[src/common/snoop_pkg.sv]
// shared field widths of the snoop channel bridge, imported by RTL and testbench
`default_nettype none

package snoop_pkg;

  // ************************************************************************
  // request channel (AC) fields
  // ************************************************************************
  parameter int pa_width    = 40;
  parameter int snoop_width = 4;
  parameter int prot_width  = 3;

  // one buffered request: address on top, then snoop type, then protection
  parameter int ac_word_width = pa_width + snoop_width + prot_width;

  // ************************************************************************
  // response (CR) and data (CD) channel fields
  // ************************************************************************
  parameter int resp_width    = 5;
  parameter int cd_data_width = 128;

  // one buffered data entry: last flag above the data beat
  parameter int cd_word_width = cd_data_width + 1;

endpackage

`default_nettype wire

[src/verilog/snoop_ac_path.sv]
// snoop request path: request buffer toward the load/store unit plus activity flag
`default_nettype none
`timescale 1ns/1ps

module snoop_ac_path (
  input  logic                         accpuclk,
  input  logic                         cpurst_b,
  // interconnect side
  input  logic                         acvalid,
  output logic                         acready,
  input  logic [snoop_pkg::pa_width-1:0]    acaddr,
  input  logic [snoop_pkg::snoop_width-1:0] acsnoop,
  input  logic [snoop_pkg::prot_width-1:0]  acprot,
  // load/store side
  output logic                         ac_req,
  input  logic                         ac_ready,
  output logic [snoop_pkg::pa_width-1:0]    ac_addr,
  output logic [snoop_pkg::snoop_width-1:0] ac_snoop,
  output logic [snoop_pkg::prot_width-1:0]  ac_prot,
  // activity
  input  logic                         ac_empty,
  input  logic                         cr_pending,
  input  logic                         cd_pending,
  output logic                         snoop_vld
);

  import snoop_pkg::*;

  logic [ac_word_width-1:0] ac_in_word;
  logic [ac_word_width-1:0] ac_out_word;
  logic                     ac_accept;
  logic                     snoop_idle;

  // **************************************************************************
  // request buffer
  // **************************************************************************
  // word layout: | addr | snoop | prot |
  assign ac_in_word = {acaddr, acsnoop, acprot};

  snoop_pingpong_buf #(
    .width     (ac_word_width)
  ) i_ac_buf (
    .accpuclk  (accpuclk),
    .cpurst_b  (cpurst_b),
    .in_valid  (acvalid),
    .in_ready  (acready),
    .in_data   (ac_in_word),
    .out_valid (ac_req),
    .out_ready (ac_ready),
    .out_data  (ac_out_word)
  );

  assign ac_addr  = ac_out_word[ac_word_width-1 -: pa_width];
  assign ac_snoop = ac_out_word[prot_width +: snoop_width];
  assign ac_prot  = ac_out_word[prot_width-1:0];

  // **************************************************************************
  // snoop activity flag
  // **************************************************************************
  assign ac_accept  = acvalid && acready;

  // nothing left in the LSU and nothing waiting to go back out
  assign snoop_idle = ac_empty && !cr_pending && !cd_pending;

  // a new request wins over idle in the same cycle
  always_ff @(posedge accpuclk or negedge cpurst_b)
  begin
    if (!cpurst_b)
      snoop_vld <= 1'b0;
    else if (ac_accept)
      snoop_vld <= 1'b1;
    else if (snoop_idle)
      snoop_vld <= 1'b0;
  end

endmodule

`default_nettype wire

[src/verilog/snoop_channel.sv]
// snoop channel bridge top: AC toward the LSU, CR and CD back to the interconnect
`default_nettype none
`timescale 1ns/1ps

module snoop_channel #(
  parameter int cd_width = snoop_pkg::cd_word_width
) (
  input  logic                                accpuclk,
  input  logic                                cpurst_b,
  // ************************************************************************
  // interconnect side
  // ************************************************************************
  input  logic                                acvalid,
  output logic                                acready,
  input  logic [snoop_pkg::pa_width-1:0]      acaddr,
  input  logic [snoop_pkg::snoop_width-1:0]   acsnoop,
  input  logic [snoop_pkg::prot_width-1:0]    acprot,
  output logic                                crvalid,
  input  logic                                crready,
  output logic [snoop_pkg::resp_width-1:0]    crresp,
  output logic                                cdvalid,
  input  logic                                cdready,
  output logic [snoop_pkg::cd_data_width-1:0] cddata,
  output logic                                cdlast,
  // ************************************************************************
  // load/store side
  // ************************************************************************
  output logic                                ac_req,
  input  logic                                ac_ready,
  output logic [snoop_pkg::pa_width-1:0]      ac_addr,
  output logic [snoop_pkg::snoop_width-1:0]   ac_snoop,
  output logic [snoop_pkg::prot_width-1:0]    ac_prot,
  input  logic                                ac_empty,
  input  logic                                cr_valid,
  output logic                                cr_ready,
  input  logic [snoop_pkg::resp_width-1:0]    cr_resp,
  input  logic                                cd_valid,
  output logic                                cd_ready,
  input  logic [snoop_pkg::cd_data_width-1:0] cd_data,
  input  logic                                cd_last,
  // activity
  output logic                                snoop_vld
);

  import snoop_pkg::*;

  logic [cd_width-1:0] cd_in_word;
  logic [cd_width-1:0] cd_out_word;

  // **************************************************************************
  // request path (AC) with activity flag
  // **************************************************************************
  // crvalid and cdvalid mark items still inside the bridge
  snoop_ac_path i_ac_path (
    .accpuclk   (accpuclk),
    .cpurst_b   (cpurst_b),
    .acvalid    (acvalid),
    .acready    (acready),
    .acaddr     (acaddr),
    .acsnoop    (acsnoop),
    .acprot     (acprot),
    .ac_req     (ac_req),
    .ac_ready   (ac_ready),
    .ac_addr    (ac_addr),
    .ac_snoop   (ac_snoop),
    .ac_prot    (ac_prot),
    .ac_empty   (ac_empty),
    .cr_pending (crvalid),
    .cd_pending (cdvalid),
    .snoop_vld  (snoop_vld)
  );

  // **************************************************************************
  // response path (CR)
  // **************************************************************************
  snoop_pingpong_buf #(
    .width     (resp_width)
  ) i_cr_buf (
    .accpuclk  (accpuclk),
    .cpurst_b  (cpurst_b),
    .in_valid  (cr_valid),
    .in_ready  (cr_ready),
    .in_data   (cr_resp),
    .out_valid (crvalid),
    .out_ready (crready),
    .out_data  (crresp)
  );

  // **************************************************************************
  // data path (CD)
  // **************************************************************************
  // last flag rides above the data beat
  assign cd_in_word = {cd_last, cd_data};

  snoop_pingpong_buf #(
    .width     (cd_width)
  ) i_cd_buf (
    .accpuclk  (accpuclk),
    .cpurst_b  (cpurst_b),
    .in_valid  (cd_valid),
    .in_ready  (cd_ready),
    .in_data   (cd_in_word),
    .out_valid (cdvalid),
    .out_ready (cdready),
    .out_data  (cd_out_word)
  );

  assign cddata = cd_out_word[cd_data_width-1:0];
  assign cdlast = cd_out_word[cd_data_width];

endmodule

`default_nettype wire

[src/verilog/snoop_pingpong_buf.sv]
// two-entry in-order valid/ready buffer, instantiated once per snoop channel
`default_nettype none
`timescale 1ns/1ps

module snoop_pingpong_buf #(
  parameter int width = 8
) (
  input  logic             accpuclk,
  input  logic             cpurst_b,
  input  logic             in_valid,
  output logic             in_ready,
  input  logic [width-1:0] in_data,
  output logic             out_valid,
  input  logic             out_ready,
  output logic [width-1:0] out_data
);

  // **************************************************************************
  // entry storage
  // **************************************************************************
  logic             entry_vld [0:1];
  logic [width-1:0] entry_data [0:1];

  // write and read pointers, one bit each for two entries
  logic             wr_sel;
  logic             rd_sel;

  logic             push;
  logic             pop;

  // **************************************************************************
  // handshakes
  // **************************************************************************
  // ready only looks at occupancy, never at out_ready
  assign in_ready  = !entry_vld[0] || !entry_vld[1];
  assign push      = in_valid && in_ready;

  // entries fill alternately, so the one at rd_sel is the oldest
  assign out_valid = entry_vld[0] || entry_vld[1];
  assign pop       = out_valid && out_ready;

  // **************************************************************************
  // pointers
  // **************************************************************************
  always_ff @(posedge accpuclk or negedge cpurst_b)
  begin
    if (!cpurst_b)
      wr_sel <= 1'b0;
    else if (push)
      wr_sel <= !wr_sel;
  end

  always_ff @(posedge accpuclk or negedge cpurst_b)
  begin
    if (!cpurst_b)
      rd_sel <= 1'b0;
    else if (pop)
      rd_sel <= !rd_sel;
  end

  // **************************************************************************
  // entry valid bits
  // **************************************************************************
  // push needs a free entry and pop a full one,
  // so one entry never sees both in the same cycle
  always_ff @(posedge accpuclk or negedge cpurst_b)
  begin
    if (!cpurst_b)
    begin
      entry_vld[0] <= 1'b0;
      entry_vld[1] <= 1'b0;
    end
    else
    begin
      for (int i = 0; i < 2; i++)
      begin
        if (push && (wr_sel == 1'(i)))
          entry_vld[i] <= 1'b1;
        else if (pop && (rd_sel == 1'(i)))
          entry_vld[i] <= 1'b0;
      end
    end
  end

  // payload, written only into a free entry
  always_ff @(posedge accpuclk)
  begin
    if (push)
      entry_data[wr_sel] <= in_data;
  end

  // **************************************************************************
  // output mux
  // **************************************************************************
  assign out_data = entry_data[rd_sel];

endmodule

`default_nettype wire
[config.mk]
export PLATFORM = sky130hd
export DESIGN_NAME = snoop_channel
export DESIGN_NICKNAME = d
export VERILOG_FILES = /design/src/common/snoop_pkg.sv /design/src/verilog/snoop_ac_path.sv /design/src/verilog/snoop_channel.sv /design/src/verilog/snoop_pingpong_buf.sv
export SDC_FILE = /design/constraint.sdc
export NUM_CORES = 1
export LEC_CHECK = 0
export CAP_MARGIN = 5
export CORE_MARGIN = 2
export CORE_UTILIZATION = 40
export DETAILED_ROUTE_END_ITERATION = 16
export DONT_BUFFER_PORTS = 1
export GPL_TIMING_DRIVEN = 0
export PLACE_DENSITY = 0.55
export SLEW_MARGIN = 20
export SYNTH_ARGS = -nofsm -noshare
export SYNTH_HDL_FRONTEND = slang
export SYNTH_HIERARCHICAL = 1
export SYNTH_SLANG_ARGS = --single-unit
[constraint.sdc]
create_clock -name accpuclk -period 8.45 [get_ports accpuclk]
set_input_delay 0.4225 -clock accpuclk [delete_from_list [all_inputs] [get_ports accpuclk]]
set_output_delay 0.4225 -clock accpuclk [all_outputs]
set_load 0.03 [all_outputs]
After elaboration in Yosys (flattened, before gate mapping):

Memory sizes are Yosys's and may differ from the RTL's.
Cells that the tools add are included.

* register bits after elaboration: 13
* RAM bits: 362
* input bits: 190
* output and inout bits: 188
* word-level logic and storage cells: 89
* memories kept: 3

* mux-type cells: 20
* bitwise gates (word level): 6
* reduce and logical (&&, ||, !) cells: 47

Memory list
* i_cd_buf.entry_data: depth 2, bits a word 129, rd ports 1, clocked after Yosys merged registers in 0, write ports 1, line snoop_pingpong_buf.sv:22 `logic [width-1:0] entry_data [0:1];`
* i_ac_path.i_ac_buf.entry_data: depth 2, bits a word 47, rd ports 1, clocked after Yosys merged registers in 0, write ports 1, line snoop_pingpong_buf.sv:22
* i_cr_buf.entry_data: depth 2, bits a word 5, rd ports 1, clocked after Yosys merged registers in 0, write ports 1, line snoop_pingpong_buf.sv:22

Operator list (count)
* 1-bit logical AND: 20
* 1-bit two-way mux: 20
* 1-bit logical NOT: 14
* 2-bit nonzero test: 7
* 1-bit logical OR: 6
* 1-bit inverter: 6

Depth between registers and ports, before layout:

Gate-level depths: netlist of the first run.

* word-level depth: 6
* mapped depth: 4
* depth with buffers taken out: 3

Hierarchy:

Netlist of the first run, hierarchy kept.

By module, submodules not included
* snoop_pingpong_buf (i_cd_buf): instances 1, cells each 418, area an instance 9823.2 µm², sequential area each 7847.5 µm²
* snoop_pingpong_buf (i_ac_path.i_ac_buf): instances 1, cells each 163, area an instance 3821.2 µm², sequential area each 2922.8 µm²
* snoop_pingpong_buf (i_cr_buf): instances 1, cells each 32, area an instance 571.8 µm², sequential area each 400.4 µm²
* snoop_ac_path: instances 1, cells each 3, area an instance 42.5 µm², sequential area each 25.0 µm²

Worst setup path after synthesis of the first run:

OpenSTA, ideal clock, no wires.

* kind: input-to-reg
* start: in cd_valid
* end: mem i_cd_buf/entry_data[0][0] (netlist bit), enable pin
* library setup time: 0.619 ns
* data arrival time: 6.024 ns
* required time: 7.831 ns
* setup slack: 1.807 ns
* cell stages on the path: 2
* path buffers: 0
* path through: a21bo_2 -> nor2_1

* longest elaborated chain between the ends: 3

RTL lines
* start, declared: line snoop_channel.sv:37 `input logic cd_valid,`
* 1-bit logical AND: line snoop_pingpong_buf.sv:36 `assign push = in_valid && in_ready;`
* 1-bit two-way mux: line snoop_pingpong_buf.sv:88 `if (push)`
* 1-bit two-way mux (not written as such): line snoop_pingpong_buf.sv:89 `entry_data[wr_sel] <= in_data;`
* end, declared: line snoop_pingpong_buf.sv:22

No other way between the ends.

Worst setup path after layout of the first run:

* start: reg i_cd_buf.rd_sel
* end: out cddata[119] (netlist bit)

* longest elaborated chain between the ends: 1

RTL lines
* start, declared: line snoop_pingpong_buf.sv:26 `logic rd_sel;`
* start signal, assigned: line snoop_pingpong_buf.sv:58 `rd_sel <= !rd_sel;`
* memory 2 x 129 bit
* end, declared: line snoop_channel.sv:23 `output logic [snoop_pkg::cd_data_width-1:0] cddata,`

No other way between the ends.

==> results.yml, run 1 <==
run_status:
  status: "finished clean"
synth:
  post-synth-top-area-fraction: 0.7624
  synth.top_cells.by_area: "sky130_fd_sc_hd__edfxtp_1 (76%), sky130_fd_sc_hd__mux2_4 (14%), sky130_fd_sc_hd__mux2_2 (3.9%)"
  synthesis.nets: 806
  synthDistinctLibCells: 22
  post_synth_instance_area_um2: 14260
  synth.largest_area_cell: "sky130_fd_sc_hd__edfxtp_1"
  synth_seq_area_share: 0.7852
  netlist_instances: 616
  synthesis.yosys.warnings: 6
  syn-mean-instance-area_um2: 23.15
  ys_seq_elements: 375
clock_tree:
  tritoncts: "done"
  clock-root-buffer: "sky130_fd_sc_hd__clkbuf_16"
  clock_tree.htree_level_count: 2
  cts_setup_buffers: 0
  cts_buffers: 39
  cts_hold_repair.buffers: 183
  clk_pin_slew_ns: 0.06
  cts_num_sinks: 375
  worst_skew_pair_latency_ns: 0.53
  ctsResizeCount: 0
  clock_tree.buffer_depth: 3
global_routing:
  grt_pass1_vias: 6949
  grt_antenna_before_repair: 0
  grt_first_pass_wirelength_mm: 40.30
  grtUsageMet1: 0.1496
  globalRoute.totalOverflow: 0
  groute.usage.overall: 0.1468
  met2_global_route_usage: 0.2626
  grt_use_met3: 0.06601
  grt_max_degree: 57
  globalRoute.busiestLayer: "met2"
route:
  detail-route-antenna-nets: 0
  drt-pass1-iter-count: 4
  drcViolationCount: 0
  viasPerCell: 4.792
  post_drt_wl_per_cell_um: 21.15
  dr.first_iter.drc_count: 282
  wire_length_after_detailed_routing_mm: 28.35
  total_via_count_after_detailed_routing: 6421
pwr:
  power_leakage_nw: 6.506
  post-layout-total-power_mw: 6.864
  power.density_cell_area_nw_per_um2: 377.5
  vdd_drop_max_mv: 0.2594
setup_path:
  crit_path_top_delay_cell: "sky130_fd_sc_hd__mux2_2"
  critPathLaunch: "i_cd_buf/rd_sel"
  rr_startpoint: "i_cd_buf/entry_vld[0]"
  critical_path_class: "reg2out"
  regToRegSetupSlack_ns: 6.32
  worst-endpoint-required_ns: 8.03
  start_kind: "flop"
  timing.critical_path.slowest_cell_delay_ns: 0.49
  cp.buffers_inverters: 2
  timing.critical_path.to_type: "primary output"
  arrival_ns: 1.84
  worst_r2r_endpoint: "i_cd_buf/entry_data[0][15]"
  crit_chain: "buf_6, buf_2, mux2_2"
  r2r.worst_path.cells: 5
  critPathTopFamily: "multiplexers"
  cp_max_fo: 10
cells_and_area:
  post-route-util: 0.5150
  number_of_standard_cells_in_the_final_layout_excluding_fillers: 1340
  layout_commonest_cell: "sky130_fd_sc_hd__edfxtp_1"
  final_layout_size_suffix_gt1_frac: 0.3265
  final_design_area_no_fill_um2: 18180
  final_nets: 1039
  layout.filler_cells: 2746
  layout-area-overhead-vs-synth_pct: 27.53
  commonest_cells_after_routing_fill_and_taps_aside: "sky130_fd_sc_hd__edfxtp_1 (362), sky130_fd_sc_hd__dlygate4sd3_1 (183), sky130_fd_sc_hd__mux2_4 (132)"
  diodes: 0
timing:
  rsz_0062_raised_after_global_routing: "false"
  fin_crit_ns: 2.259
  maxSlewHeadroom: 0.5919
  finalHoldViolCount: 0
  final.setup.worst_slack_ns: 6.191
  maxClockFrequency_mhz: 442.6
  slew_viol_final: 0
  final.period_utilization: 0.2674
  fin_tns_setup_ns: 0
  fin_worst_skew_ns: 0.01769
  worst_pin_slew_ns: 0.6102
  report.final.setup_viol: 0
  hold-worst-slack_ns: 0.06038
floorplanning:
  placeable_core_region_um2: 35310
  floorplan.die.width_um: 192.8
  ios: 378
  chipHeight_um: 192.8
  fp.dieArea_um2: 37170
  floorplan.initialDensity: 0.4038
  num_rows: 69
place:
  gp_routability_congestion: 0.7438
  detailedPlacementHpwl_mm: 20.06
  placed_cells: 1086
  dpl_worst_slack_ns: 6.280
  placed_cell_area_um2: 15070
  io_buffer_count: 0
worst_hold_path:
  hold_start: "acvalid"
  hold_class: "in2reg"
  hold-path-endpoint: "i_ac_path/i_ac_buf/entry_vld[0]"
  worst_hold_path.num_cells: 1
flow_run:
  timing.max_cap.violations: 0
per-layer routing:
layer	share of wire	routed length, um	vias to the layer above
met4	0.022	627	0
met1	0.34	9766	3188
li1	-	-	2916
met2	0.52	14740	276
met5	0	0	-
met3	0.11	3218	41
area by class of cell:
type | count | area (um^2) | share of cell area
buffer | 22 | 264.0 | 0.01452
clock buffer | 43 | 1012 | 0.05567
clock inverter | 28 | 265.3 | 0.01459
multi-input combinational | 219 | 2820 | 0.1551
sequential | 375 | 11200 | 0.6157
tap | 461 | 576.8 | 0.03172
timing repair buffer | 192 | 2049 | 0.1127
logic make-up after synthesis:
group	share of synthesized area
buffers and inverters	0.01852
DFF	0.7852
xor gates and xnor gates	0.003685
AOI/OAI and AO/OA	0.007722
and+or+nand+nor	0.007196
muxes	0.1777
how the worst max path moves through the flow:
stage / cells after the start / end
6_report: 3 / cddata[119]
5_1_grt: 3 / cddata[119]
4_1_cts: 3 / cddata[119]
3_5_place_dp: 5 / i_cd_buf/entry_data[0][122]
3_3_place_gp: 2 / i_cd_buf/entry_data[0][105]
2_1_floorplan: 2 / i_cd_buf/entry_data[0][0]
state kept, by name (all words and copies together), names as in the netlist:
signal and flops:
i_cr_buf/rd_sel 1, i_cd_buf/rd_sel 1, i_ac_path/i_ac_buf/entry_data 94, i_ac_path/i_ac_buf/rd_sel 1, i_cr_buf/entry_data 10, i_cd_buf/wr_sel 1
i_cr_buf/wr_sel 1, i_ac_path/i_ac_buf/wr_sel 1, i_cr_buf/entry_vld 2, i_ac_path/snoop_vld 1, i_cd_buf/entry_data 258, i_ac_path/i_ac_buf/entry_vld 2
i_cd_buf/entry_vld 2
synth_stat cells (all sizes together):
| library cell | instances |
|---|---|
| dfrtp | 13 |
| nand2b | 3 |
| a22o | 1 |
| a32o | 3 |
| buf | 22 |
| mux2 | 181 |
| o21ai | 3 |
| nor2 | 3 |
| or3b | 1 |
| xnor2 | 6 |
| or2 | 3 |
| edfxtp | 362 |
| and3 | 3 |
| nand2 | 6 |
| a21bo | 3 |
| o2bb2ai | 3 |
power by group:
part           internal (mW)  total, mW  switching, mW
clock network          0.992       1.67          0.676
registers               2.54       2.67          0.125
logic                  0.909       2.53           1.62
Power figures use the tool's default switching activity.
==> run 2, diff against run 1 <==
ABC_AREA = 1   (was not set)
clock period = 2.2 ns   (was 8.45 ns; I/O delays follow)
==> results.yml, run 2 <==
run_status:
  status: "finished clean"
place:
  io_buffer_count: 0
  gp_routability_congestion: 0.7350
  detailedPlacementHpwl_mm: 21.66
synth:
  syn-mean-instance-area_um2: 13.41
  async_reset_ff_frac: 0.03467
  synthesis.yosys.warnings: 6
  synthFlopType: "sky130_fd_sc_hd__edfxtp_1"
  number_of_enable_flip_flop_cells_after_synthesis: 362
  synth_seq_area_share: 0.8089
  post-synth-top-count-cell: "sky130_fd_sc_hd__nand2_1"
  synth.top_cells.by_count: "sky130_fd_sc_hd__nand2_1 (579), sky130_fd_sc_hd__edfxtp_1 (362), sky130_fd_sc_hd__buf_2 (24), sky130_fd_sc_hd__inv_1 (17), sky130_fd_sc_hd__buf_6 (14)"
  netlist_instances: 1032
  post-synth-top-area-fraction: 0.7854
  synthesis.nets: 1222
  synth.top_cells.by_area: "sky130_fd_sc_hd__edfxtp_1 (79%), sky130_fd_sc_hd__nand2_1 (16%), sky130_fd_sc_hd__dfrtp_1 (2.4%)"
  synth.largest_area_cell: "sky130_fd_sc_hd__edfxtp_1"
  synthDistinctLibCells: 16
  post_synth_instance_area_um2: 13840
  ys_seq_elements: 375
global_routing:
  groute.usage.overall: 0.1759
  grt_max_degree: 26
  grt_pass1_vias: 8232
  grt_antenna_before_repair: 0
  grt_first_pass_wirelength_mm: 47.65
  globalRoute.totalOverflow: 0
floorplanning:
  num_rows: 68
  ios: 378
  floorplan.die.width_um: 190.0
  fp.dieArea_um2: 36110
  chipHeight_um: 190.0
  floorplan.initialDensity: 0.4037
  placeable_core_region_um2: 34290
cells_and_area:
  largest_register_ffs: 258
  final_nets: 1470
  commonest_cells_after_routing_fill_and_taps_aside: "sky130_fd_sc_hd__nand2_1 (574), sky130_fd_sc_hd__edfxtp_1 (362), sky130_fd_sc_hd__dlygate4sd3_1 (189)"
  largest_registers_in_the_final_layout: "i_cd_buf/entry_data: 258 flops, i_ac_path/i_ac_buf/entry_data: 94 flops, i_cr_buf/entry_data: 10 flops"
  layout-area-overhead-vs-synth_pct: 29.85
  final_layout_size_suffix_gt1_frac: 0.09549
  largest_register_by_flop_count: "i_cd_buf/entry_data"
  layout_commonest_cell: "sky130_fd_sc_hd__nand2_1"
route:
  detail-route-antenna-nets: 0
  wl_met3_mm: 2.567
  wire_length_after_detailed_routing_mm: 32.32
  top_signal_layer_used: "met4"
  post_drt_wl_per_cell_um: 18.31
  wl_met1_mm: 12.42
  total_via_count_after_detailed_routing: 8214
  viasPerCell: 4.654
  drcViolationCount: 0
  dr.first_iter.drc_count: 404
  drt-pass1-iter-count: 4
  route.met2.wl_mm: 16.41
setup_path:
  crit_path_top_delay_cell: "sky130_fd_sc_hd__dfrtp_1"
  start_kind: "flop"
  worst-endpoint-required_ns: 2.44
  arrival_ns: 2.33
  crit_chain: "nand2_4, nand2_4, nor2_4, buf_12, buf_16, buf_16, buf_12"
  timing.critical_path.slowest_cell_delay_ns: 0.42
  critical_path_class: "reg2reg"
  timing.critical_path.to_type: "flop"
  cp_max_fo: 25
timing:
  report.final.setup_viol: 0
  hold-worst-slack_ns: 0.03535
  worst_pin_slew_ns: 0.6446
  final.period_utilization: 0.9518
  slew_viol_final: 0
  fin_worst_skew_ns: 0.01204
  fin_crit_ns: 2.094
  maxClockFrequency_mhz: 477.5
  fin_tns_setup_ns: 0
  finalHoldViolCount: 0
  rsz_0062_raised_after_global_routing: "false"
  maxSlewHeadroom: 0.5689
flow_run:
  timing.max_cap.violations: 0
clock_tree:
  tritoncts: "done"
  cts_num_sinks: 375
  worst_skew_pair_latency_ns: 0.54
  clock-root-buffer: "sky130_fd_sc_hd__clkbuf_16"
  clock_tree.buffer_depth: 3
  cts_buffers: 39
  clk_pin_slew_ns: 0.06
  clock_tree.htree_level_count: 2
pwr:
  power.density_cell_area_nw_per_um2: 1467
  power.net_switching_mw: 10.99
  power_switching_share: 0.4167
  vdd_drop_max_mv: 0.8252
  power_leakage_nw: 7.110
  internal-power_mw: 15.38
  share_seq_of_total_power: 0.384
  comb_power_share: 0.379
  clkPwrFrac: 0.237
worst_hold_path:
  hold_class: "in2async"
## run 2: cell count changes in the layout (fill, tap and decap cells not counted), moves of 17 or more
| cell | before | now |
|---|---|---|
| sky130_fd_sc_hd__buf_2 | 5 | 23 |
| sky130_fd_sc_hd__inv_1 | 0 | 17 |
| sky130_fd_sc_hd__mux2_2 | 49 | 0 |
| sky130_fd_sc_hd__mux2_4 | 132 | 0 |
| sky130_fd_sc_hd__nand2_1 | 5 | 574 |
## run 2: final cells by class
class / count / area, um^2
multi-input combinational: 596 / 2315
clock buffer: 48 / 1052
sequential: 375 / 11200
buffer: 41 / 302.8
inverter: 20 / 82.58
clock inverter: 22 / 150.1
tap: 455 / 569.3
antenna: 1 / 2.502
fill: 2881 / 16320
timing repair buffer: 207 / 2302
## run 2: cell families (layout without fill, tap and decap cells)
kind of cell,after synthesis,count (layout),synth area share
and+or+nand+nor,593,593,0.1624
DFF,375,375,0.8089
buffers and inverters,61,338,0.02766
AOI/OAI and AO/OA,3,3,0.001084
other,0,1,0
## run 2: worst paths after layout
check	start	end	slack (ns)	cells after the start
setup / recovery	i_cd_buf/entry_vld[1]	i_cd_buf/entry_data[0][48]	0.11	7
hold / removal	cpurst_b	i_cd_buf/rd_sel	0.04	1
setup reg to reg	i_cd_buf/entry_vld[1]	i_cd_buf/entry_data[0][48]	0.11	7
hold reg to reg	i_cr_buf/wr_sel	i_cr_buf/wr_sel	0.49	2
max in group asynchronous	cpurst_b	i_cr_buf/wr_sel	1.74	1
min in group accpuclk	cd_data[86]	i_cd_buf/entry_data[1][86]	0.22	1
## run 2: repair_timing
item | 4_1_cts | 5_1_grt
gates resized for setup | 0 | 4
buffers inserted | 0 | 2
hold buffers | 189 | 0
endpoints found under the hold margin | 406 | 0
endpoints found under the setup margin | 0 | 49
## run 2: through the flow
stage / cells / power, mW / area (um^2) / setup WS, ns / util
floorplan: 1032 / 17.64 / 13890 / -0.7731 / -
global placement: 1487 / 19.61 / 14460 / -2.051 / 0.4216
CTS: 1762 / 26.72 / 17940 / 0.02263 / 0.5234
finish: 1765 / 26.36 / 17970 / 0.1060 / 0.5242
global route: 1764 / 27.71 / 17970 / 0.01455 / 0.5241
detailed placement: 1503 / 20.10 / 14850 / 0.03061 / 0.4331
## run 2: worst max-delay path, delay by kind of cell, from the launching register on
family,cells,cell delay [ns]
buffers and inverters,4,0.80
and+or+nand+nor,3,0.52
DFF,1,0.42
## run 2: per-layer routing
layer,vias up,track usage
li1,3965,-
met1,3920,0.2019
met2,271,0.3049
met3,58,0.05700
met4,0,0.06977
met5,-,0
## run 2: power groups by stage
stage / clock, mW / combinational (mW) / sequential (mW)
after detailed placement: 0 / 9.83 / 10.3
after global placement: 0 / 9.22 / 10.4
after CTS: 6.41 / 10.2 / 10.1
after global routing: 6.66 / 10.8 / 10.3
after floorplan: 0 / 7.37 / 10.3
final: 6.24 / 10.0 / 10.1
==> run 3, diff against run 2 <==
clock period = 2.4 ns   (was 2.2 ns; I/O delays follow)
==> results.yml, run 3 (synthesis results as in run 2) <==
timing:
  worst_pin_slew_ns: 0.6427
  finalHoldViolCount: 0
  maxSlewHeadroom: 0.5701
  hold-worst-slack_ns: 0.04432
  fin_tns_setup_ns: 0
  final.period_utilization: 0.8880
  fin_worst_skew_ns: 0.01174
  fin_crit_ns: 2.131
  report.final.setup_viol: 0
  rsz_0062_raised_after_global_routing: "false"
  maxClockFrequency_mhz: 469.2
  slew_viol_final: 0
  final.setup.worst_slack_ns: 0.2687
clock_tree:
  ctsResizeCount: 0
  clock-root-buffer: "sky130_fd_sc_hd__clkbuf_16"
  cts_num_sinks: 375
  worst_skew_pair_latency_ns: 0.54
  clk_pin_slew_ns: 0.06
  clock_tree.htree_level_count: 2
  cts_buffers: 39
  tritoncts: "done"
  clock_tree.buffer_depth: 3
place:
  dpl_worst_slack_ns: 0.2306
  detailedPlacementHpwl_mm: 21.66
  placed_cells: 1503
  placed_cell_area_um2: 14850
  gp_routability_congestion: 0.7350
  io_buffer_count: 0
cells_and_area:
  layout.filler_cells: 2881
  number_of_standard_cells_in_the_final_layout_excluding_fillers: 1763
  layout_commonest_cell: "sky130_fd_sc_hd__nand2_1"
  final_layout_size_suffix_gt1_frac: 0.09181
  largest_register_by_flop_count: "i_cd_buf/entry_data"
  final_nets: 1468
  layout-area-overhead-vs-synth_pct: 29.67
  layout.area.seq_um2: 11200
  largest_registers_in_the_final_layout: "i_cd_buf/entry_data: 258 flops, i_ac_path/i_ac_buf/entry_data: 94 flops, i_cr_buf/entry_data: 10 flops"
  largest_register_ffs: 258
  multi_input_area_um2: 2307
  commonest_cells_after_routing_fill_and_taps_aside: "sky130_fd_sc_hd__nand2_1 (577), sky130_fd_sc_hd__edfxtp_1 (362), sky130_fd_sc_hd__dlygate4sd3_1 (189)"
  post-route-util: 0.5234
  final_design_area_no_fill_um2: 17950
global_routing:
  globalRoute.totalOverflow: 0
  grt_pass1_vias: 8232
  groute.usage.overall: 0.1759
  grt_max_degree: 26
  grt_antenna_before_repair: 0
  grt_first_pass_wirelength_mm: 47.65
floorplanning:
  num_rows: 68
  placeable_core_region_um2: 34290
  chipHeight_um: 190.0
  floorplan.initialDensity: 0.4037
  ios: 378
  floorplan.die.width_um: 190.0
  fp.dieArea_um2: 36110
route:
  post_drt_wl_per_cell_um: 18.30
  drt-pass1-iter-count: 4
  viasPerCell: 4.642
  wire_length_after_detailed_routing_mm: 32.26
  total_via_count_after_detailed_routing: 8184
  detail-route-antenna-nets: 0
  drcViolationCount: 0
  dr.first_iter.drc_count: 398
setup_path:
  timing.critical_path.to_type: "flop"
  critical_path_class: "reg2reg"
  worst-endpoint-required_ns: 2.64
  crit_chain: "nand2_4, nand2_4, nor2_4, buf_16, buf_12, buf_12, buf_12"
  crit_path_top_delay_cell: "sky130_fd_sc_hd__dfrtp_1"
  cp_max_fo: 25
  timing.critical_path.slowest_cell_delay_ns: 0.42
  cp.buffers_inverters: 4
  critical-path-top-cell-by-count: "sky130_fd_sc_hd__buf_12"
  critPathTopFamily: "buffers and inverters"
  arrival_ns: 2.37
  start_kind: "flop"
worst_hold_path:
  hold_class: "in2async"
pwr:
  vdd_drop_max_mv: 0.7564
  power.net_switching_mw: 10.06
  power_leakage_nw: 7.099
  clkPwrFrac: 0.237
  power_switching_share: 0.4168
  comb_power_share: 0.379
  post-layout-total-power_mw: 24.13
  share_seq_of_total_power: 0.385
  internal-power_mw: 14.07
  power.density_cell_area_nw_per_um2: 1344
run_status:
  status: "finished clean"
flow_run:
  timing.max_cap.violations: 0
[run 3: power by group through the flow]
stage	Clock, mW	Sequential, mW	Combinational (mW)
after detailed placement	0	9.42	9.01
after CTS	5.88	9.28	9.33
after floorplan	0	9.42	6.75
after global placement	0	9.52	8.45
final	5.71	9.28	9.14
after global routing	6.11	9.41	9.86
[run 3: worst reg2reg max path, stage by stage, from the launching register on]
cell	delay, ns
sky130_fd_sc_hd__dfrtp_1	0.42
sky130_fd_sc_hd__nand2_4	0.17
sky130_fd_sc_hd__nand2_4	0.09
sky130_fd_sc_hd__nor2_4	0.29
sky130_fd_sc_hd__buf_16	0.22
sky130_fd_sc_hd__buf_12	0.20
sky130_fd_sc_hd__buf_12	0.22
sky130_fd_sc_hd__buf_12	0.22
[run 3: worst paths after layout]
check	slack (ns)	endpoint	cells after the start	start
hold reg to reg	0.49	i_cr_buf/wr_sel	2	i_cr_buf/wr_sel
min in group accpuclk	0.23	i_cd_buf/entry_data[1][86]	1	cd_data[86]
setup reg to reg	0.27	i_cd_buf/entry_data[1][36]	7	i_cd_buf/entry_vld[1]
hold / removal	0.04	i_cd_buf/rd_sel	1	cpurst_b
setup / recovery	0.27	i_cd_buf/entry_data[1][36]	7	i_cd_buf/entry_vld[1]
max in group asynchronous	1.93	i_cr_buf/wr_sel	1	cpurst_b
[run 3: what timing repair did]
action,4_1_cts,5_1_grt
hold buffers,189,0
endpoints found under the hold margin,406,0
setup buffers,0,0
[run 3: final cells by class]
type                       instances  share of cell area
sequential                       375              0.6238
clock inverter                    22            0.008366
buffer                            41             0.01673
timing repair buffer             205              0.1274
tap                              455             0.03172
antenna                            1           0.0001394
inverter                          20            0.004601
clock buffer                      48             0.05863
multi-input combinational        596              0.1286
[run 3: routing by layer]
metal  track usage  vias to the layer above  share of wire
li1              -                     3960              -
met1        0.2019                     3898           0.38
met2        0.3049                      268           0.51
met3       0.05700                       58          0.080
met4       0.06977                        0          0.028
met5             0                        -              0
